<file path="src/epoch_vdp_pkg.sv">
// Shared widths, register map and RGB palette for the TV-1 background core
// Palette holds the RGB connector levels only

package epoch_vdp_pkg;

  ////////////////////////////////////////
  // Bus and pixel types
  ////////////////////////////////////////

  typedef logic [12:0] cpu_addr_t;
  typedef logic [7:0]  byte_t;
  typedef logic [1:0]  reg_idx_t;
  typedef logic [3:0]  color_code_t;
  // Packed as {R, G, B}
  typedef logic [23:0] rgb_t;
  typedef logic [8:0]  raster_pos_t;
  typedef logic [2:0]  wait_cnt_t;

  ////////////////////////////////////////
  // CPU bus decode
  ////////////////////////////////////////

  // A[12:9] for $1400-$15FF
  localparam logic [3:0] REG_REGION_TAG = 4'b1010;
  localparam byte_t UNMAPPED_READ = 8'hFF;

  // CP1 ticks of WAITB low per access type
  localparam wait_cnt_t READ_WAIT_TICKS = 3'd2;
  localparam wait_cnt_t WRITE_WAIT_TICKS = 3'd1;

  // Control register indices
  localparam reg_idx_t REG_MODE = 2'd0;
  localparam reg_idx_t REG_BM_COLOR = 2'd1;
  localparam reg_idx_t REG_WINDOW = 2'd2;
  localparam reg_idx_t REG_CH_COLOR = 2'd3;

  ////////////////////////////////////////
  // Colour
  ////////////////////////////////////////

  // Shown outside the render window
  localparam color_code_t BLACK_CODE = 4'd1;

  localparam rgb_t PALETTE_RGB [16] = '{
    {8'd0,   8'd0,   8'd160},
    {8'd0,   8'd0,   8'd0},
    {8'd0,   8'd0,   8'd245},
    {8'd160, 8'd0,   8'd235},
    {8'd0,   8'd245, 8'd0},
    {8'd150, 8'd235, 8'd150},
    {8'd0,   8'd235, 8'd235},
    {8'd0,   8'd160, 8'd0},
    {8'd245, 8'd0,   8'd0},
    {8'd235, 8'd160, 8'd0},
    {8'd235, 8'd0,   8'd235},
    {8'd235, 8'd150, 8'd150},
    {8'd235, 8'd235, 8'd0},
    {8'd160, 8'd160, 8'd0},
    {8'd150, 8'd150, 8'd150},
    {8'd225, 8'd225, 8'd225}
  };

endpackage
</file>
<file path="src/vdp_reg_bus_if.sv">
// Wishbone classic link to the control registers, one transfer outstanding
// Clocked by the CLK of the connected modules

interface vdp_reg_bus_if import epoch_vdp_pkg::*; ();

  logic     cyc;
  logic     stb;
  logic     we;
  reg_idx_t adr;
  byte_t    dat_w;
  byte_t    dat_r;
  logic     ack;

  // Bus port side
  modport master (
    output cyc,
    output stb,
    output we,
    output adr,
    output dat_w,
    input  dat_r,
    input  ack
  );

  // Register file side
  modport slave (
    input  cyc,
    input  stb,
    input  we,
    input  adr,
    input  dat_w,
    output dat_r,
    output ack
  );

endinterface

</file>
<file path="src/epoch_vdp_top.sv">
// TV-1 video core top: CPU bus port, control registers and background video
// Raster defaults are the hardware timing; smaller rasters are set here

module epoch_vdp_top import epoch_vdp_pkg::*; #(
  parameter raster_pos_t num_rows = 9'd263,
  parameter raster_pos_t num_cols = 9'd260,
  parameter raster_pos_t first_row_render = 9'd16,
  parameter raster_pos_t last_row_render = 9'd247,
  parameter raster_pos_t first_col_render = 9'd23,
  parameter raster_pos_t last_col_render = 9'd230,
  parameter raster_pos_t first_row_vsync = 9'd257,
  parameter raster_pos_t last_row_vsync = 9'd259,
  parameter raster_pos_t first_col_hsync = 9'd240,
  parameter raster_pos_t last_col_hsync = 9'd259
) (
  input  logic      CLK,
  input  logic      cpu_wait_cnt_resetting,
  input  logic      CE,
  input  logic      CP1_POSEDGE,
  input  cpu_addr_t A,
  input  byte_t     DB_I,
  input  logic      RDB,
  input  logic      WRB,
  input  logic      CSB,
  output byte_t     DB_O,
  output logic      DB_OE,
  output logic      WAITB,
  output logic      VBL,
  output logic      DE,
  output logic      HS,
  output logic      VS,
  output rgb_t      RGB
);

  logic  frame_latch;
  byte_t active_mode;
  byte_t active_bm_color;
  byte_t active_ch_color;

  vdp_reg_bus_if reg_bus ();

  cpu_bus_port cpu_bus_port_inst (
    .CLK                    (CLK),
    .cpu_wait_cnt_resetting (cpu_wait_cnt_resetting),
    .CP1_POSEDGE            (CP1_POSEDGE),
    .A                      (A),
    .DB_I                   (DB_I),
    .RDB                    (RDB),
    .WRB                    (WRB),
    .CSB                    (CSB),
    .DB_O                   (DB_O),
    .DB_OE                  (DB_OE),
    .WAITB                  (WAITB),
    .bus                    (reg_bus)
  );

  ctrl_reg_bank ctrl_reg_bank_inst (
    .CLK                    (CLK),
    .cpu_wait_cnt_resetting (cpu_wait_cnt_resetting),
    .frame_latch            (frame_latch),
    .active_mode            (active_mode),
    .active_bm_color        (active_bm_color),
    .active_ch_color        (active_ch_color),
    .bus                    (reg_bus)
  );

  video_out #(
    .num_rows         (num_rows),
    .num_cols         (num_cols),
    .first_row_render (first_row_render),
    .last_row_render  (last_row_render),
    .first_col_render (first_col_render),
    .last_col_render  (last_col_render),
    .first_row_vsync  (first_row_vsync),
    .last_row_vsync   (last_row_vsync),
    .first_col_hsync  (first_col_hsync),
    .last_col_hsync   (last_col_hsync)
  ) video_out_inst (
    .CLK                    (CLK),
    .cpu_wait_cnt_resetting (cpu_wait_cnt_resetting),
    .CE                     (CE),
    .active_mode            (active_mode),
    .active_bm_color        (active_bm_color),
    .active_ch_color        (active_ch_color),
    .frame_latch            (frame_latch),
    .HS                     (HS),
    .VS                     (VS),
    .VBL                    (VBL),
    .DE                     (DE),
    .RGB                    (RGB)
  );

endmodule

</file>
<file path="src/video_out.sv">
// Flat background colour per frame, black outside the render window
// RGB follows the registered window flag and so lines up with DE

module video_out import epoch_vdp_pkg::*; #(
  parameter raster_pos_t num_rows = 9'd263,
  parameter raster_pos_t num_cols = 9'd260,
  parameter raster_pos_t first_row_render = 9'd16,
  parameter raster_pos_t last_row_render = 9'd247,
  parameter raster_pos_t first_col_render = 9'd23,
  parameter raster_pos_t last_col_render = 9'd230,
  parameter raster_pos_t first_row_vsync = 9'd257,
  parameter raster_pos_t last_row_vsync = 9'd259,
  parameter raster_pos_t first_col_hsync = 9'd240,
  parameter raster_pos_t last_col_hsync = 9'd259
) (
  input  logic  CLK,
  input  logic  cpu_wait_cnt_resetting,
  input  logic  CE,
  input  byte_t active_mode,
  input  byte_t active_bm_color,
  input  byte_t active_ch_color,
  output logic  frame_latch,
  output logic  HS,
  output logic  VS,
  output logic  VBL,
  output logic  DE,
  output rgb_t  RGB
);

  logic        in_render;
  logic        bm_ena;
  color_code_t bm_clr_bg;
  color_code_t ch_clr_bg;
  color_code_t pix_code;

  raster_timing #(
    .num_rows         (num_rows),
    .num_cols         (num_cols),
    .first_row_render (first_row_render),
    .last_row_render  (last_row_render),
    .first_col_render (first_col_render),
    .last_col_render  (last_col_render),
    .first_row_vsync  (first_row_vsync),
    .last_row_vsync   (last_row_vsync),
    .first_col_hsync  (first_col_hsync),
    .last_col_hsync   (last_col_hsync)
  ) raster_timing_inst (
    .CLK                    (CLK),
    .cpu_wait_cnt_resetting (cpu_wait_cnt_resetting),
    .CE                     (CE),
    .frame_latch            (frame_latch),
    .in_render              (in_render),
    .HS                     (HS),
    .VS                     (VS),
    .VBL                    (VBL),
    .DE                     (DE)
  );

  ////////////////////////////////////////
  // Colour select
  ////////////////////////////////////////

  // Mode bit 0 picks bitmap over character background
  assign bm_ena = active_mode[0];
  assign bm_clr_bg = active_bm_color[3:0];
  assign ch_clr_bg = active_ch_color[3:0];

  always_comb begin
    pix_code = BLACK_CODE;
    if (in_render) begin
      pix_code = bm_ena ? bm_clr_bg : ch_clr_bg;
    end
  end

  // Palette lookup
  assign RGB = PALETTE_RGB[pix_code];

endmodule

</file>
<file path="src/raster_timing.sv">
// Row/column raster counter with sync and render-window flags
// Flags come out one CE after the position they describe

module raster_timing import epoch_vdp_pkg::*; #(
  parameter raster_pos_t num_rows = 9'd263,
  parameter raster_pos_t num_cols = 9'd260,
  parameter raster_pos_t first_row_render = 9'd16,
  parameter raster_pos_t last_row_render = 9'd247,
  parameter raster_pos_t first_col_render = 9'd23,
  parameter raster_pos_t last_col_render = 9'd230,
  parameter raster_pos_t first_row_vsync = 9'd257,
  parameter raster_pos_t last_row_vsync = 9'd259,
  parameter raster_pos_t first_col_hsync = 9'd240,
  parameter raster_pos_t last_col_hsync = 9'd259
) (
  input  logic CLK,
  input  logic cpu_wait_cnt_resetting,
  input  logic CE,
  output logic frame_latch,
  output logic in_render,
  output logic HS,
  output logic VS,
  output logic VBL,
  output logic DE
);

  raster_pos_t row;
  raster_pos_t col;
  logic        render_row;
  logic        render_col;
  logic        hs_q;
  logic        vs_q;
  logic        vbl_q;
  logic        render_q;

  ////////////////////////////////////////
  // Position counter
  ////////////////////////////////////////

  always_ff @(posedge CLK) begin
    if (cpu_wait_cnt_resetting) begin
      row <= '0;
      col <= '0;
    end else if (CE) begin
      if (col == num_cols - 1'b1) begin
        col <= '0;
        row <= (row == num_rows - 1'b1) ? raster_pos_t'(0) : row + 1'b1;
      end else begin
        col <= col + 1'b1;
      end
    end
  end

  // Start of vertical sync
  assign frame_latch = CE & (row == first_row_vsync) & (col == '0);

  ////////////////////////////////////////
  // Sync and window flags
  ////////////////////////////////////////

  assign render_row = (row >= first_row_render) & (row <= last_row_render);
  assign render_col = (col >= first_col_render) & (col <= last_col_render);

  always_ff @(posedge CLK) begin
    if (cpu_wait_cnt_resetting) begin
      hs_q <= 1'b0;
      vs_q <= 1'b0;
      // Row 0 lies in blanking
      vbl_q <= 1'b1;
      render_q <= 1'b0;
    end else if (CE) begin
      hs_q <= (col >= first_col_hsync) & (col <= last_col_hsync);
      vs_q <= (row >= first_row_vsync) & (row <= last_row_vsync);
      vbl_q <= ~render_row;
      render_q <= render_row & render_col;
    end
  end

  assign HS = hs_q;
  assign VS = vs_q;
  assign VBL = vbl_q;
  assign DE = render_q;
  assign in_render = render_q;

endmodule

</file>
<file path="src/ctrl_reg_bank.sv">
// Four shadow control registers, copied to the active set on frame_latch
// Register 2 has no active copy

module ctrl_reg_bank import epoch_vdp_pkg::*; (
  input  logic         CLK,
  input  logic         cpu_wait_cnt_resetting,
  input  logic         frame_latch,
  output byte_t        active_mode,
  output byte_t        active_bm_color,
  output byte_t        active_ch_color,
  vdp_reg_bus_if.slave bus
);

  byte_t shadow [4];
  logic  ack_q;
  byte_t dat_r_q;
  logic  req;

  ////////////////////////////////////////
  // Wishbone slave
  ////////////////////////////////////////

  // New request, not yet answered
  assign req = bus.cyc & bus.stb & ~ack_q;

  always_ff @(posedge CLK) begin
    if (cpu_wait_cnt_resetting) begin
      ack_q <= 1'b0;
    end else begin
      ack_q <= req;
    end
  end

  always_ff @(posedge CLK) begin
    if (cpu_wait_cnt_resetting) begin
      for (int i = 0; i < 4; i++) begin
        shadow[i] <= '0;
      end
    end else if (req & bus.we) begin
      shadow[bus.adr] <= bus.dat_w;
    end
  end

  // Reads return the shadow copy
  always_ff @(posedge CLK) begin
    if (req) begin
      dat_r_q <= shadow[bus.adr];
    end
  end

  assign bus.ack = ack_q;
  assign bus.dat_r = dat_r_q;

  ////////////////////////////////////////
  // Active registers
  ////////////////////////////////////////

  always_ff @(posedge CLK) begin
    if (cpu_wait_cnt_resetting) begin
      active_mode <= '0;
      active_bm_color <= '0;
      active_ch_color <= '0;
    end else if (frame_latch) begin
      active_mode <= shadow[REG_MODE];
      active_bm_color <= shadow[REG_BM_COLOR];
      active_ch_color <= shadow[REG_CH_COLOR];
    end
  end

endmodule

</file>
<file path="src/cpu_bus_port.sv">
// CPU bus port: CP1-tick wait states on WAITB and register access over Wishbone
// A new access is taken only after the previous one has ended on CSB/RDB/WRB

module cpu_bus_port import epoch_vdp_pkg::*; (
  input  logic          CLK,
  input  logic          cpu_wait_cnt_resetting,
  input  logic          CP1_POSEDGE,
  input  cpu_addr_t     A,
  input  byte_t         DB_I,
  input  logic          RDB,
  input  logic          WRB,
  input  logic          CSB,
  output byte_t         DB_O,
  output logic          DB_OE,
  output logic          WAITB,
  vdp_reg_bus_if.master bus
);

  typedef enum logic [1:0] {
    ST_IDLE,
    ST_ARMED,
    ST_WAIT,
    ST_HOLD
  } bus_state_t;

  bus_state_t state;
  wait_cnt_t  wait_cnt;
  logic       waitb_q;
  logic       is_read;
  logic       cpu_rd;
  logic       cpu_wr;
  logic       sel_reg;
  logic       start;
  logic       cyc_q;
  logic       we_q;
  reg_idx_t   adr_q;
  byte_t      dat_w_q;
  byte_t      db_q;

  ////////////////////////////////////////
  // Decode
  ////////////////////////////////////////

  assign cpu_rd = ~(CSB | RDB);
  assign cpu_wr = ~(CSB | WRB);
  assign sel_reg = (A[12:9] == REG_REGION_TAG);
  assign start = (state == ST_IDLE) & waitb_q & (cpu_rd | cpu_wr);

  ////////////////////////////////////////
  // Wait-state FSM
  ////////////////////////////////////////

  always_ff @(posedge CLK) begin
    if (cpu_wait_cnt_resetting) begin
      state <= ST_IDLE;
      wait_cnt <= '0;
      waitb_q <= 1'b1;
      is_read <= 1'b0;
    end else begin
      case (state)
        ST_IDLE: begin
          if (start) begin
            state <= ST_ARMED;
            is_read <= cpu_rd;
          end
        end
        // Counter loads on the first CP1 tick after recognition
        ST_ARMED: begin
          if (CP1_POSEDGE) begin
            wait_cnt <= is_read ? READ_WAIT_TICKS : WRITE_WAIT_TICKS;
            waitb_q <= 1'b0;
            state <= ST_WAIT;
          end
        end
        ST_WAIT: begin
          if (CP1_POSEDGE) begin
            wait_cnt <= wait_cnt - 1'b1;
            // Release on the tick that brings the count to zero
            if (wait_cnt == wait_cnt_t'(1)) begin
              waitb_q <= 1'b1;
              state <= ST_HOLD;
            end
          end
        end
        // Same access still on the bus
        ST_HOLD: begin
          if (~(cpu_rd | cpu_wr)) begin
            state <= ST_IDLE;
          end
        end
        default: state <= ST_IDLE;
      endcase
    end
  end

  ////////////////////////////////////////
  // Wishbone master
  ////////////////////////////////////////

  always_ff @(posedge CLK) begin
    if (cpu_wait_cnt_resetting) begin
      cyc_q <= 1'b0;
    end else if (start & sel_reg) begin
      cyc_q <= 1'b1;
    end else if (cyc_q & bus.ack) begin
      cyc_q <= 1'b0;
    end
  end

  // Held steady for the whole transfer
  always_ff @(posedge CLK) begin
    if (start) begin
      we_q <= ~cpu_rd;
      adr_q <= A[1:0];
      dat_w_q <= DB_I;
    end
  end

  assign bus.cyc = cyc_q;
  assign bus.stb = cyc_q;
  assign bus.we = we_q;
  assign bus.adr = adr_q;
  assign bus.dat_w = dat_w_q;

  // Read data ready well before WAITB releases
  always_ff @(posedge CLK) begin
    if (start & cpu_rd & ~sel_reg) begin
      db_q <= UNMAPPED_READ;
    end else if (cyc_q & bus.ack & ~we_q) begin
      db_q <= bus.dat_r;
    end
  end

  assign DB_O = db_q;
  assign DB_OE = cpu_rd;
  assign WAITB = waitb_q;

endmodule

</file>
<file path="config.mk">
export PLATFORM = sky130hd
export DESIGN_NAME = epoch_vdp_top
export DESIGN_NICKNAME = d
export VERILOG_FILES = /design/src/epoch_vdp_pkg.sv /design/src/vdp_reg_bus_if.sv /design/src/epoch_vdp_top.sv /design/src/video_out.sv /design/src/raster_timing.sv /design/src/ctrl_reg_bank.sv /design/src/cpu_bus_port.sv
export SDC_FILE = /design/constraint.sdc
export NUM_CORES = 1
export LEC_CHECK = 0
export BUFFER_PORTS_ARGS = -buffer_cell sky130_fd_sc_hd__buf_2
export CAP_MARGIN = 20
export CELL_PAD_IN_SITES_DETAIL_PLACEMENT = 1
export CELL_PAD_IN_SITES_GLOBAL_PLACEMENT = 2
export CORE_MARGIN = 2
export CORE_UTILIZATION = 33
export DETAILED_ROUTE_END_ITERATION = 8
export PLACE_DENSITY = 0.86
export SETUP_SLACK_MARGIN = 0.15
export SYNTH_ARGS = -nofsm -noshare
export SYNTH_HDL_FRONTEND = slang
export SYNTH_SLANG_ARGS = --single-unit
export TNS_END_PERCENT = 20
</file>
<file path="constraint.sdc">
create_clock -name CLK -period 2.37 [get_ports CLK]
set_clock_uncertainty 0.1 [all_clocks]
set_input_delay 0.3555 -clock CLK [delete_from_list [all_inputs] [get_ports CLK]]
set_output_delay 0.3555 -clock CLK [all_outputs]
set_load 0.01 [all_outputs]
</file>
; Word level (Yosys, flattened, before mapping)
; Memory sizes are Yosys's and may differ from the RTL's. A register that Yosys moved wholly into a read port is not among the register bits.
; Cells that the tools add are included.
; Widths: inputs -> output; s select.
[totals]
ff_bits = 50
ramBits = 32
romBits = 384
in_bits = 28
out_inout_bits = 38
word_cells = 109
n_memories = 2
[memory_table]
columns = name, words, word_bits, read_ports, rd_ports_with_merged_regs, write_ports, line
row1 = (no name shown), 16, 24, 1, 0, 0, video_out.sv:76  ; assign RGB = PALETTE_RGB[pix_code];
row2 = ctrl_reg_bank_inst.shadow, 4, 8, 4, 4, 4, ctrl_reg_bank.sv:14  ; byte_t shadow [4];
[op_classes]
addsub = 3
n_lt_le_gt_ge = 9
n_eq_ne = 13
muxes = 30
bitwise_logic = 26
reduce_logical = 10
[op_table]
columns = operator, n
row1 = $mux 24, 2
row2 = $eq 9x9->1 const B, 3
row3 = $add 9x1->9 const B, 2
row4 = $ge 9x5->1 const B, 2
row5 = $le 9x8->1 const B, 2
row6 = $le 9x9->1 const B, 2
row7 = $mux 9, 2
row8 = $and 1x1->1, 16
row9 = $mux 2, 7
row10 = $mux 1, 11
row11 = $ge 9x8->1 const B, 1
row12 = $ge 9x9->1 const B, 1
row13 = $logic_not 9->1, 1
row14 = $mux 4, 2
row15 = $mux 8, 1
row16 = $pmux 2 s4, 1
row17 = $reduce_or 8->1, 1
row18 = $mux 3, 2
row19 = $ne 2x2->1 const B, 3
row20 = $not 1->1, 6
row21 = $pmux 3 s2, 1
row22 = $ge 5x5->1 const B, 1
row23 = $not 4->5, 1
row24 = $reduce_and 5->1, 1
row25 = other kinds (13), 19

; Logic depth before layout (Yosys ltp)
[logic_depth]
depth_word = 8
mapped_depth = 10
ltp_nobuf = 6

; Hierarchy
; Synthesis repeated with hierarchy kept, for this count alone.
[hier_totals]
cells_unflattened = 521
area_unflattened_um2 = 5482.8
[by_module_without_submodules]
columns = mod, instances, cells_each, area_each_um2, seq_area_each_um2
row1 = ctrl_reg_bank, 1, 189, 2618.8, 1701.6
row2 = raster_timing, 1, 147, 1184.9, 440.4
row3 = cpu_bus_port, 1, 105, 1114.8, 650.6
row4 = video_out, 1, 80, 564.3, 0.0

; Worst setup path before layout
; No wires, ideal clock.
[synth_timing]
path_kind = register -> output
startpoint = register video_out_inst.raster_timing_inst.render_q (netlist: video_out_inst.raster_timing_inst.DE)
endpoint = output port RGB[14]
arrival_ps = 2060
required_time_ps = 1914
setup_slack_ps = -145
stages_incl_launch_ff = 8
path_buffers = 2
path_cell_list = dfxtp_1 > clkbuf_1 > nor2b_1 > inv_1 > ha_1 > a21oi_1 > a21boi_0 > buf_4
[synth_between]
elab_chain_cells = 5
[synth_rtl]
columns = element, line
row1 = "start, declared", raster_timing.sv:34  ; logic render_q;
row2 = "start signal, assigned", raster_timing.sv:75  ; render_q <= render_row & render_col;
row3 = $mux 4, video_out.sv:70  ; if (in_render) begin
row4 = $not 4->5 (not written as such), video_out.sv:76
row5 = $mem_v2 16x24, n/a
row6 = $mux 24 (not written as such) (2 in a row), video_out.sv:76
row7 = "end, declared", epoch_vdp_top.sv:32  ; output rgb_t RGB
; Every way passes these cells. The select of a mux whose other input is x is not followed.

; Final worst setup path
[layout_timing]
startpoint = register ctrl_reg_bank_inst.active_mode[0], read port of ctrl_reg_bank_inst.shadow
endpoint = output port RGB[1]
[layout_between]
elab_chain_cells = 6
[layout_rtl]
columns = element, line
row1 = "start, declared", ctrl_reg_bank.sv:8  ; output byte_t active_mode,
row2 = $mux 4, video_out.sv:71  ; pix_code = bm_ena ? bm_clr_bg : ch_clr_bg;
row3 = $mux 4, video_out.sv:70
row4 = $not 4->5 (not written as such), video_out.sv:76
row5 = $mem_v2 16x24, n/a
row6 = $mux 24 (not written as such) (2 in a row), video_out.sv:76
; Every way passes these cells. The select of a mux whose other input is x is not followed.

==> out/summary.md <==
The flow ran to the end, but the final reports show violations. The final reports fail on negative setup slack. The synthesis warning total came out at 0. The net switching component of the power is 1.05 mW.

The overall track demand over capacity in global routing was 0.157; the number of top-level pins was 66. The adder-cell share of the synthesized area is 0.0536, and the total power density per cell area is 668 mW/mm2. Most common cell after layout, fill and taps aside: buf_2.

The worst-case clock buffer depth is 2. The run gives -166 ps as the final worst-path setup slack. In the synthesized netlist the dominant register cell turns out to be edfxtp_1. The tightest hold path in the finished design has a slack of 81.8 ps.

Number of global-route vias before repair: 3,975. The floorplan has 44 rows. The final clock period utilization by the worst path was 1.07. The switching portion of total power came out at 0.261. A synthesized cell averages 10.4 um2. When the netlist entered floorplanning its net count stood at 520.

The relative contribution of sequential cells to total power was 0.508. Broken down by cell family, the worst path's largest delay share belongs to multiplexers. The post-detailed-route count of antenna-violating nets was 0.

The run gives 378 um as the detailed-routed wire length on met3. The first global-routing pass estimated 20.0 mm of wire. The number of clock buffers added by TritonCTS is 9. The logs give 0.609 for the worst max-slew margin expressed relative to the limit and 1910 ps for the required time at the worst-slack endpoint.

In the synthesized netlist, the number of instances is 471. The buffer type at the clock tree root was clkbuf_16. The detailed router finished its first iteration with 154 violations. Counting the fill cells in the layout gives 1,624. The run gives 8.64 mm as the half-perimeter wire length of the detailed placement result. The met2 wire length was 6.22 mm; the fraction of registers with async set or reset after synthesis was 0. For the worst-skew pair, the clock arrives at the later sink with an insertion delay of 350 ps. The number of vias per cell after detailed routing works out to 5.19. The routed wire length came out at 12.2 mm.

The max-slew violation count was 0; the basic-gate share of the synthesized area counting and, or, nand and nor cells was 0.209. The total grt overflow is 0, and the clock-pin slew of the registers on the worst-case setup and hold paths is 70 ps. The core footprint is 0.0145 mm2. The total placed instance area was 0.00543 mm2. The logs give 0 for the count of endpoints failing hold in the final timing report and 0 for the max capacitance violation total. The number of sinks on the clock net was 99. By startpoint and endpoint, the worst setup path is classified as flop to output port. In this run, synthesis produced a sequential element count of 99. Dominant combinational cell family by area after synthesis: simple AND/OR/NAND/NOR gates. Routed signal wires occupy layers up through met4. Setup repair after global routing could not meet its margin everywhere. The multi-input logic area was 0.00237 mm2; the average wire length per cell after detail routing was 16.8 um. In this run the worst hold path is classified as input pin to flop. The run gives 0.00250 mm2 as the area taken by flip-flops and latches.

For the proportion of power drawn by combinational gates, the log shows 0.118. The transition at the pin with the smallest max-transition slack works out to 583 ps. The share of post-route cells with drive strength above 1 is 0.276, and the growth of design area from synthesis to finish is 22.6%. The die outline height came out at 126 um. TritonCTS built the clock tree. H-tree depth: 3. The static leakage was 2.34 nW.

Internal power comes to 2.97 mW. The initial antenna violation count is 0. The die covers 0.0158 mm2. The first TritonRoute pass finished after 5 iterations. On the critical path, the stage with the largest delay is an instance of mux4_2. The synthesized netlist contains 65 unique library cells. The run gives 0.337 as the starting utilization of the core area. In the final routing, the length of wire on met1 measures 5.32 mm. STA classifies the critical path endpoint as an output port. Data arrives at the worst endpoint at 2080 ps.

The die is 126 um wide. Buffers placed on the I/O ports in this run total 58. At the end of routability-driven placement, the weighted congestion stood at 0.803. The critical path goes through mux2i_2 -> and2_4 -> inv_6 -> ha_4 -> mux4_2 -> buf_6. The via count is 3,776, and the number of remaining DRC errors is 0. Utilization of the core after routing: 0.413. The mux contribution to synthesized area was 0.0643.

Along the worst path, the maximum fanout reaches 5. The highest achievable clock rate was 394 MHz; the synthesized-area fraction occupied by ao, oa, aoi and oai cells was 0.105. The tools report the maximum vdd drop as 0.366 mV.

The final standard cell area without fillers was 0.00601 mm2. The number of buffers and inverters on the critical path is 2. For this run, the slowest stage of the critical path takes 470 ps. The logs give 20 for the final setup violation count and 0 for the number of buffers inserted for hold repair after clock tree synthesis. The run gives 0.374 as the clock share of power. Leaving out fill and tap cells, the most frequent cells in the layout are buf_2 (56), edfxtp_1 (51), dfxtp_1 (46), nand2_1 (44), nand3_1 (34). The run gives 587 as the layout net count. The smallest clock period supported by the final layout is computed as 2540 ps. In this run the cell area of the synthesized design comes to 0.00490 mm2. The maximum number of pins on one net before global-route repair was 22; the final antenna diode count was 0. The kind of start point of the critical path is a flop.

In this run, synthesis inferred 51 flip-flops with an integrated enable. The fraction of synthesized cell area in xor and xnor cells was 0.0179; the post-synthesis sequential area ratio was 0.508.
what timing repair did:
action	4_1_cts	5_1_grt
gates cloned	1	0
pin swaps	7	1
setup endpoints to repair	24	25
setup buffers	6	2
endpoints found under the hold margin	0	0
resized for setup	33	10
worst register-to-register path, stage by stage (launching register included):
cell and delay (ps):
dfxtp_1 380, or3_4 440, or3_4 450, or4_1 520
a21oi_1 160
sequential cells by signal, summed over array words and instances, names as in the netlist, 2 cells and up:
| register | count |
|---|---|
| ctrl_reg_bank_inst.shadow | 32 |
| video_out_inst.raster_timing_inst.col | 9 |
| video_out_inst.raster_timing_inst.row | 9 |
| cpu_bus_port_inst.DB_O | 8 |
| cpu_bus_port_inst.bus.dat_w | 8 |
| ctrl_reg_bank_inst.bus.dat_r | 8 |
| ctrl_reg_bank_inst.active_bm_color | 4 |
| ctrl_reg_bank_inst.active_ch_color | 4 |
| cpu_bus_port_inst.wait_cnt | 3 |
| cpu_bus_port_inst.bus.adr | 2 |
| cpu_bus_port_inst.state | 2 |
synth_stat cells (13+ instances only):
library cell,instances,area [um2]
edfxtp_1,51,1530
dfxtp_1,48,961
nand2_1,46,173
nand3_1,34,170
nor2_1,28,105
and2_1,27,169
a21oi_1,26,130
o21ai_0,22,110
ha_1,21,263
clkbuf_1,17,63.8
inv_1,15,56.3
and3_1,13,81.3
final timing paths:
check | from | end | slack [ps] | cells past startpoint
max | ctrl_reg_bank_inst.active_mode[0] | RGB[1] | -170 | 6
min | A[1] | cpu_bus_port_inst.bus.adr[1] | 80 | 1
max reg2reg | video_out_inst.raster_timing_inst.col[2] | video_out_inst.raster_timing_inst.row[7] | 260 | 4
min reg2reg | ctrl_reg_bank_inst.bus.dat_r[2] | cpu_bus_port_inst.DB_O[2] | 360 | 2
per-stage QoR:
step | TNS, ps | total power [mW] | std cells | worst slack, ps
2_1_floorplan | 0 | 2.39 | 471 | 123
3_3_place_gp | 0 | 2.52 | 702 | 63.5
3_5_place_dp | -27.1 | 2.56 | 702 | -12.8
4_1_cts | -1590 | 4.07 | 725 | -132
5_1_grt | -3350 | 4.20 | 727 | -203
6_report | -1900 | 4.02 | 727 | -166
routing by layer:
layer	track usage	up-vias
met5	0	-
met4	0.0621	0
met3	0.0285	17
met2	0.281	66
met1	0.187	1856
li1	-	1837
area by class of cell:
type,count,share of cell area
well taps,184,0.0383
multi-input cells,327,0.394
flip-flops and latches,99,0.416
inverters,16,0.0108
clock buffers,10,0.0381
clock inverters,6,0.0119
repair buffers,85,0.0914
cell families after synthesis:
family,count (synthesis)
and+or+nand+nor,195
xor gates and xnor gates,10
muxes,20
adders and majority gates,21
buffers and inverters,45
AOI/OAI and AO/OA,81
DFF,99
power groups by stage:
stage,registers [mW],logic [mW],clock network [mW]
2_1_floorplan,2.02,0.374,0
4_1_cts,2.04,0.482,1.54
3_5_place_dp,2.08,0.481,0
5_1_grt,2.06,0.537,1.60
6_report,2.04,0.473,1.50
3_3_place_gp,2.07,0.447,0
No activity file was read; power rests on OpenSTA's default activity.
